$ cat src/hw/amo_pkg.sv
// Shared types for the atomic memory unit
// Addresses are word indices, so there are no byte sizes and no alignment checks
// Command codes follow the RISC-V funct5 values, and LR/SC are reused as plain load/store
// Codes outside cmd_code_e are legal inputs and decode as illegal commands

package amo_pkg;

    typedef logic [31:0] word_t;
    typedef logic [15:0] addr_t; // Memory keeps only the low index bits
    typedef logic [3:0]  tag_t;

    localparam int DEFAULT_DEPTH = 32;

    typedef enum logic [4:0] {
        CMD_AMOADD  = 5'd0,
        CMD_AMOSWAP = 5'd1,
        CMD_LOAD    = 5'd2, // LR slot
        CMD_STORE   = 5'd3, // SC slot
        CMD_AMOXOR  = 5'd4,
        CMD_AMOOR   = 5'd8,
        CMD_AMOAND  = 5'd12,
        CMD_AMOMIN  = 5'd16,
        CMD_AMOMAX  = 5'd20,
        CMD_AMOMINU = 5'd24,
        CMD_AMOMAXU = 5'd28
    } cmd_code_e;

    typedef enum logic [1:0] {
        MEM_OP_NONE,
        MEM_OP_LOAD,
        MEM_OP_STORE,
        MEM_OP_AMO
    } mem_op_e;

    typedef enum logic [3:0] {
        AMO_OP_SWAP,
        AMO_OP_ADD,
        AMO_OP_AND,
        AMO_OP_OR,
        AMO_OP_XOR,
        AMO_OP_MIN,
        AMO_OP_MAX,
        AMO_OP_MINU,
        AMO_OP_MAXU
    } amo_op_e;

    typedef struct packed {
        cmd_code_e cmd;
        addr_t     addr;
        word_t     wdata;
        tag_t      tag;
    } amo_req_s;

    typedef struct packed {
        mem_op_e mem_op;
        amo_op_e amo_op;
        addr_t   addr;
        word_t   wdata;
        tag_t    tag;
        logic    illegal;
    } dec_to_exe_s;

    typedef struct packed {
        tag_t    tag;
        mem_op_e mem_op;
        logic    illegal;
        word_t   mem_rdata; // Memory word before the write
    } exe_to_res_s;

    typedef struct packed {
        tag_t  tag;
        word_t rdata;
        logic  illegal;
    } amo_rsp_s;

endpackage : amo_pkg

$ cat src/hw/amo_decode.sv
// Decode stage of the atomic memory unit
// Accepts one command per clock as a strobe and never refuses one
// Commands presented while stall is high are dropped, not queued
// Unknown codes are passed on as illegal with no memory access

`timescale 1ns/1ps

module amo_decode
    import amo_pkg::*;
(
    input  logic        clk,
    input  logic        rst_n,
    input  logic        req_valid,
    input  amo_req_s    req,
    input  logic        stall,
    input  logic        flush,
    output logic        dec_valid,
    output dec_to_exe_s dec,
    output logic        rd_en,
    output addr_t       rd_addr
);

    dec_to_exe_s dec_next;

    always_comb begin
        dec_next         = '0;
        dec_next.addr    = req.addr;
        dec_next.wdata   = req.wdata;
        dec_next.tag     = req.tag;
        dec_next.mem_op  = MEM_OP_AMO; // Overridden below for the non-AMO codes
        dec_next.amo_op  = AMO_OP_SWAP;
        dec_next.illegal = 1'b0;

        case (req.cmd)
            CMD_LOAD:    dec_next.mem_op = MEM_OP_LOAD;
            CMD_STORE:   dec_next.mem_op = MEM_OP_STORE;
            CMD_AMOSWAP: dec_next.amo_op = AMO_OP_SWAP;
            CMD_AMOADD:  dec_next.amo_op = AMO_OP_ADD;
            CMD_AMOAND:  dec_next.amo_op = AMO_OP_AND;
            CMD_AMOOR:   dec_next.amo_op = AMO_OP_OR;
            CMD_AMOXOR:  dec_next.amo_op = AMO_OP_XOR;
            CMD_AMOMIN:  dec_next.amo_op = AMO_OP_MIN;
            CMD_AMOMAX:  dec_next.amo_op = AMO_OP_MAX;
            CMD_AMOMINU: dec_next.amo_op = AMO_OP_MINU;
            CMD_AMOMAXU: dec_next.amo_op = AMO_OP_MAXU;
            default: begin
                dec_next.mem_op  = MEM_OP_NONE;
                dec_next.illegal = 1'b1;
            end
        endcase
    end

    always_ff @(posedge clk) begin
        if (!rst_n) begin
            dec_valid <= 1'b0;
        end else if (flush) begin
            dec_valid <= 1'b0; // The command held here is dropped
        end else if (!stall) begin
            dec_valid <= req_valid;
        end
    end

    // Payload needs no reset, dec_valid qualifies it
    always_ff @(posedge clk) begin
        if (!stall) begin
            dec <= dec_next;
        end
    end

    // The read lands in the memory register at the same edge execute takes the command
    assign rd_en   = dec_valid && !dec.illegal;
    assign rd_addr = dec.addr;

endmodule : amo_decode

$ cat src/hw/amo_execute.sv
// Execute stage of the atomic memory unit
// rd_data must be the word read at the edge that loaded the input register
// Memory forwarding makes back-to-back commands to one address safe
// DEPTH must be a power of two of at least 2, as the write index wraps on it

`timescale 1ns/1ps

module amo_execute
    import amo_pkg::*;
#(
    parameter int DEPTH = 32
) (
    input  logic        clk,
    input  logic        rst_n,
    input  logic        stall,
    input  logic        flush,
    input  logic        dec_valid,
    input  dec_to_exe_s dec,
    input  word_t       rd_data,
    output logic        wr_en,
    output addr_t       wr_addr,
    output word_t       wr_data,
    output logic        exe_valid,
    output exe_to_res_s exe
);

    localparam int IDX_W = $clog2(DEPTH);

    logic        ff_in_valid;
    dec_to_exe_s ff_in;
    word_t       amo_result;
    logic        is_write;

    always_ff @(posedge clk) begin
        if (!rst_n) begin
            ff_in_valid <= 1'b0;
        end else if (flush) begin
            ff_in_valid <= 1'b0; // Keeps the flushed decode command from moving in
        end else if (!stall) begin
            ff_in_valid <= dec_valid;
        end
    end

    always_ff @(posedge clk) begin
        if (!stall) begin
            ff_in <= dec;
        end
    end

    always_comb begin
        amo_result = ff_in.wdata;
        case (ff_in.amo_op)
            AMO_OP_SWAP: amo_result = ff_in.wdata;
            AMO_OP_ADD:  amo_result = rd_data + ff_in.wdata;
            AMO_OP_AND:  amo_result = rd_data & ff_in.wdata;
            AMO_OP_OR:   amo_result = rd_data | ff_in.wdata;
            AMO_OP_XOR:  amo_result = rd_data ^ ff_in.wdata;
            AMO_OP_MIN:  amo_result = ($signed(rd_data) < $signed(ff_in.wdata))
                                      ? rd_data : ff_in.wdata;
            AMO_OP_MAX:  amo_result = ($signed(rd_data) > $signed(ff_in.wdata))
                                      ? rd_data : ff_in.wdata;
            AMO_OP_MINU: amo_result = (rd_data < ff_in.wdata) ? rd_data : ff_in.wdata;
            AMO_OP_MAXU: amo_result = (rd_data > ff_in.wdata) ? rd_data : ff_in.wdata;
            default:     amo_result = ff_in.wdata;
        endcase
    end

    // Illegal commands carry MEM_OP_NONE, so they never write
    assign is_write = (ff_in.mem_op == MEM_OP_STORE) || (ff_in.mem_op == MEM_OP_AMO);

    assign exe_valid = ff_in_valid && !stall && !flush;
    assign wr_en     = exe_valid && is_write;
    assign wr_addr   = addr_t'(ff_in.addr[IDX_W-1:0]); // Wrapped to the memory size
    assign wr_data   = (ff_in.mem_op == MEM_OP_AMO) ? amo_result : ff_in.wdata;

    assign exe = '{
        tag:       ff_in.tag,
        mem_op:    ff_in.mem_op,
        illegal:   ff_in.illegal,
        mem_rdata: rd_data
    };

endmodule : amo_execute

$ cat src/hw/amo_result.sv
// Response register of the atomic memory unit
// rsp_valid is a single-cycle pulse per command, there is no backpressure
// rdata is zero for stores and illegal commands

`timescale 1ns/1ps

module amo_result
    import amo_pkg::*;
(
    input  logic        clk,
    input  logic        rst_n,
    input  logic        exe_valid,
    input  exe_to_res_s exe,
    output logic        rsp_valid,
    output amo_rsp_s    rsp
);

    word_t ret_data;

    always_comb begin
        // Loads and AMOs return the old word
        if ((exe.mem_op == MEM_OP_LOAD) || (exe.mem_op == MEM_OP_AMO)) begin
            ret_data = exe.mem_rdata;
        end else begin
            ret_data = '0;
        end
    end

    always_ff @(posedge clk) begin
        if (!rst_n) begin
            rsp_valid <= 1'b0;
        end else begin
            rsp_valid <= exe_valid; // Falls again unless another command follows
        end
    end

    always_ff @(posedge clk) begin
        if (exe_valid) begin
            rsp.tag     <= exe.tag;
            rsp.rdata   <= ret_data;
            rsp.illegal <= exe.illegal;
        end
    end

endmodule : amo_result

$ cat src/hw/amo_dmem.sv
// Word memory with one synchronous read port and one write port
// Write-first: a read and a write to one index at the same edge return the new word
// DEPTH must be a power of two of at least 2, higher address bits are ignored
// Contents start at zero and are not cleared by reset

`timescale 1ns/1ps

module amo_dmem
    import amo_pkg::*;
#(
    parameter int DEPTH = 32
) (
    input  logic  clk,
    input  logic  rd_en,
    input  addr_t rd_addr,
    output word_t rd_data,
    input  logic  wr_en,
    input  addr_t wr_addr,
    input  word_t wr_data,
    input  logic  stall
);

    localparam int IDX_W = $clog2(DEPTH);

    word_t            mem [DEPTH] = '{default: '0};
    logic [IDX_W-1:0] rd_idx;
    logic [IDX_W-1:0] wr_idx;

    assign rd_idx = rd_addr[IDX_W-1:0];
    assign wr_idx = wr_addr[IDX_W-1:0];

    always_ff @(posedge clk) begin
        if (wr_en) begin
            mem[wr_idx] <= wr_data;
        end
    end

    // Held during a stall so execute still sees the word for its command
    always_ff @(posedge clk) begin
        if (rd_en && !stall) begin
            rd_data <= (wr_en && (wr_idx == rd_idx)) ? wr_data : mem[rd_idx];
        end
    end

endmodule : amo_dmem

$ cat src/hw/amo_unit_top.sv
// Top level of the atomic memory unit
// Fixed two-cycle latency from command to response, one command per clock
// stall freezes every stage, flush drops the commands in decode and execute

`timescale 1ns/1ps

module amo_unit_top
    import amo_pkg::*;
#(
    parameter int DEPTH = DEFAULT_DEPTH
) (
    input  logic     clk,
    input  logic     rst_n,
    input  logic     req_valid,
    input  amo_req_s req,
    input  logic     stall,
    input  logic     flush,
    output logic     rsp_valid,
    output amo_rsp_s rsp
);

    logic        dec_valid;
    dec_to_exe_s dec;
    logic        rd_en;
    addr_t       rd_addr;
    word_t       rd_data;
    logic        wr_en;
    addr_t       wr_addr;
    word_t       wr_data;
    logic        exe_valid;
    exe_to_res_s exe;

    amo_decode u_decode (
        .clk       (clk),
        .rst_n     (rst_n),
        .req_valid (req_valid),
        .req       (req),
        .stall     (stall),
        .flush     (flush),
        .dec_valid (dec_valid),
        .dec       (dec),
        .rd_en     (rd_en),
        .rd_addr   (rd_addr)
    );

    amo_dmem #(.DEPTH(DEPTH)) u_dmem (
        .clk     (clk),
        .rd_en   (rd_en),
        .rd_addr (rd_addr),
        .rd_data (rd_data),
        .wr_en   (wr_en),
        .wr_addr (wr_addr),
        .wr_data (wr_data),
        .stall   (stall)
    );

    amo_execute #(.DEPTH(DEPTH)) u_execute (
        .clk       (clk),
        .rst_n     (rst_n),
        .stall     (stall),
        .flush     (flush),
        .dec_valid (dec_valid),
        .dec       (dec),
        .rd_data   (rd_data),
        .wr_en     (wr_en),
        .wr_addr   (wr_addr),
        .wr_data   (wr_data),
        .exe_valid (exe_valid),
        .exe       (exe)
    );

    amo_result u_result (
        .clk       (clk),
        .rst_n     (rst_n),
        .exe_valid (exe_valid),
        .exe       (exe),
        .rsp_valid (rsp_valid),
        .rsp       (rsp)
    );

endmodule : amo_unit_top

$ cat config.mk
export PLATFORM = sky130hd
export DESIGN_NAME = amo_unit_top
export DESIGN_NICKNAME = d
export VERILOG_FILES = /design/src/hw/amo_pkg.sv /design/src/hw/amo_decode.sv /design/src/hw/amo_execute.sv /design/src/hw/amo_result.sv /design/src/hw/amo_dmem.sv /design/src/hw/amo_unit_top.sv
export SDC_FILE = /design/constraint.sdc
export NUM_CORES = 1
export LEC_CHECK = 0
export ABC_AREA = 1
export BUFFER_PORTS_ARGS = -buffer_cell sky130_fd_sc_hd__buf_2
export CORE_MARGIN = 3
export CORE_UTILIZATION = 35
export CTS_BUF_LIST = sky130_fd_sc_hd__clkbuf_8
export DETAILED_ROUTE_END_ITERATION = 12
export MAX_ROUTING_LAYER = met4
export PLACE_DENSITY = 0.56
export SYNTH_ARGS = -nofsm -noshare
export SYNTH_HDL_FRONTEND = slang
export SYNTH_SLANG_ARGS = --single-unit
$ cat constraint.sdc
create_clock -name clk -period 12.9 [get_ports clk]
set_clock_uncertainty 0.2 [all_clocks]
set_input_delay 1.29 -clock clk [delete_from_list [all_inputs] [get_ports clk]]
set_output_delay 1.29 -clock clk [all_outputs]
set_load 0.02 [all_outputs]
==> flow_summary.toml <==
[cts]
postCtsSetupRepairBufs = 0
cts_buffer_depth = 3
postCtsHoldBufs = 0
ctsHtreeMaxLevel = 4
clock-root-buffer = "clkbuf_8"
cts_resized = 0
cts_sinks = 1192
cts_tree = "built"
cts_buffers = 193
worstSkewPairLatency_ps = 920
path_clk_slew_ps = 60

[sta]
rsz0062_at_grt = "no"
maxSlewViolCount = 0
max_slew_margin_pct = 17.8
hold_viol = 0
finalSetupTns_ps = 0
period_share_pct = 42.5
setup_violations = 0
fmax_ghz = 0.182
post-route-min-period_ps = 5480
worstMarginPinSlew_ps = 1230

[yosys]
yosys_register_bits = 1192
synth-seq-area-share_pct = 68.8
synth_edf_count = 1189
async_flop_share_pct = 0
syn_inst = 4428
synth_area_mm2 = 0.0520
ys.flop_type = "edfxtp_1"
yosys_warnings = 0
synth.avg_cell_area_um2 = 11.7
synthDistinctLibCells = 49
synthesis.nets = 4587

[layout]
mostFrequentLayoutCells = "1,189 x edfxtp_1, 725 x nor2_1, 609 x o21ai_0"
syn2layout_area_growth_pct = 12.4
fin_nets = 4696
drive_gt1_share_pct = 10.6
layout_commonest_cell = "edfxtp_1"

[floorplan]
placementRows = 140
initial_core_util_pct = 35.4
die_h_um = 391
dieArea_mm2 = 0.153
pin_count = 100
die_w_um = 391
core_mm2 = 0.147

[routing]
routedWlPerCell_um = 24.0
routed_wl_um = 158000
dr.pass1.iters = 6
vias_per_cell = 5.53
drt-initial-drc-count = 3780
vias = 36500
drc = 0
ant_nets = 0

[power_and_ir_drop]
finalPower_mw = 8.18
p_sw_mw = 2.14
switching_share_pct = 26.2
combinationalPowerShare_pct = 9.9
p_int_mw = 6.04
p_leak_nw = 20.0
power_frac_seq_pct = 53.6
powerDensity_mw_per_mm2 = 140
max-vdd-ir-drop_uv = 84.6
power_frac_clock_pct = 36.5

[global_route]
grt-busiest-layer = "met2"
met1_usage_pct = 27.6
overflow = 0
grt_pass1_wl_um = 229000
grt_antenna_before_repair = 8
met2_usage_pct = 32.3
grt_use_met3_pct = 3.61
grt_max_degree = 175
grt_pass1_vias = 34200
grtUsageTotal_pct = 20.8

[worst_setup_path]
crit_path_cell_trace = "inv_1 > ha_1 > nor2_2 > nand3_1 > nor2_2 > and3_1 > nand2_2 > nand2_4 > nand2_2 > nand2_1 > nand3_1 > nand2_1 > nand2_1"
crit_path_end_kind = "register"
crit_path_start_kind = "register"
required_ps = 13030
cp_common_cell = "nand2_1"
crit_family = "simple AND/OR/NAND/NOR gates"
path_buf_inv = 1
worstPathMaxFanout = 36
r2r-start = "u_execute.ff_in[36]"
cpPeakStageDelay_ps = 690
crit_start = "u_execute.ff_in[36]"
path_class = "register to register"
critPathSlowestCell = "nand2_1"
cp.arrival_ps = 5610

[placement]
gp_congestion = 0.938
dp_hpwl_um = 87500
io_buffers = 88

[min_path]
hp-start = "u_decode.dec[1]"
hp-class = "register to register"

[outcome]
status = "complete, no violations"

[run]
maxCapViolations = 0
-- sequential cells by signal, summed over array words and instances (netlist names), 5 cells and up --
register / flops
u_decode.dec: 43
u_decode.rd_addr: 5
u_dmem.mem: 1024
u_dmem.rd_data: 32
u_execute.exe: 7
u_execute.ff_in: 36
u_execute.wr_addr: 5
u_result.rsp: 37
-- power by group through the flow --
stage               combinational (mW)  clock (mW)  sequential (mW)
finish                           0.806        2.99             4.38
global route                     0.883        3.23             4.38
CTS                              0.799        3.06             4.38
detailed placement               0.797           0             4.46
global placement                 0.790           0             4.46
floorplan                        0.496           0             4.45
-- per-layer routing --
layer	vias to the layer above	routed length [um]
met5	-	0
met4	0	4660
met3	318	12900
met2	1657	74000
met1	18000	66700
li1	16600	-
-- per-stage QoR --
| step | std cells | utilization, % | hold WS (ps) | instance area (um2) | setup WS [ps] |
|---|---|---|---|---|---|
| 6_report | 6606 | 39.8 | 191 | 58400 | 7420 |
| 3_5_place_dp | 6259 | 37.5 | 205 | 54900 | 7580 |
| 4_1_cts | 6600 | 39.8 | 194 | 58400 | 7540 |
| 5_1_grt | 6604 | 39.8 | 206 | 58400 | 7130 |
| 2_1_floorplan | 4428 | - | 200 | 52000 | 6250 |
| 3_3_place_gp | 6259 | 37.5 | 202 | 54900 | 7570 |
-- cell usage after synthesis, types with 3 or more instances --
master | instances | area share, %
a21oi_1 | 85 | 0.82
a32oi_1 | 14 | 0.24
nor2_1 | 759 | 5.5
xor2_1 | 6 | 0.10
o22ai_1 | 84 | 1.0
edfxtp_1 | 1189 | 69
and2_1 | 3 | 0.036
o21a_1 | 3 | 0.043
clkinv_1 | 6 | 0.043
nor3_1 | 19 | 0.18
dfxtp_1 | 3 | 0.12
inv_2 | 9 | 0.065
o221ai_1 | 189 | 3.2
nor4_1 | 4 | 0.048
o211ai_1 | 63 | 0.91
buf_1 | 16 | 0.12
nand4_1 | 15 | 0.18
a21o_1 | 3 | 0.043
nand2_1 | 387 | 2.8
ha_1 | 96 | 2.3
a31oi_1 | 33 | 0.40
a211oi_1 | 5 | 0.072
clkbuf_1 | 231 | 1.7
o21bai_1 | 9 | 0.13
inv_1 | 228 | 1.6
nand2_2 | 4 | 0.048
a221oi_1 | 12 | 0.20
buf_6 | 4 | 0.087
o21ai_1 | 20 | 0.19
buf_2 | 21 | 0.20
nand3_1 | 277 | 2.7
o21ai_0 | 609 | 5.9
-- path summary, 6_finish.rpt --
kind | end | slack [ps] | cells past startpoint
worst min-delay path | u_execute.exe[35] | 190 | 0
worst min register to register | u_execute.exe[35] | 190 | 0
worst max register to register | u_dmem.mem[7][7] | 7420 | 13
worst max-delay path | u_dmem.mem[7][7] | 7420 | 13
-- logic make-up after synthesis --
kind of cell,share of synthesized area (%)
adder cells (fa/ha/maj),2.35
AND/OR/NAND/NOR,11.6
AO/OA/AOI/OAI,13.3
XOR/XNOR,0.135
flip-flops,68.8
buffers and inverters,3.83
-- cell type report --
| cell class | count | area (um2) |
|---|---|---|
| clock inverter | 145 | 761 |
| inverter | 243 | 931 |
| clock buffer | 196 | 2700 |
| timing repair buffer | 186 | 1200 |
| multi-input combinational | 2721 | 14600 |
| fill | 13900 | 88200 |
| sequential | 1192 | 35800 |
| antenna | 6 | 15.0 |
| tap | 1917 | 2400 |
No activity file was read; power rests on OpenSTA's default activity.
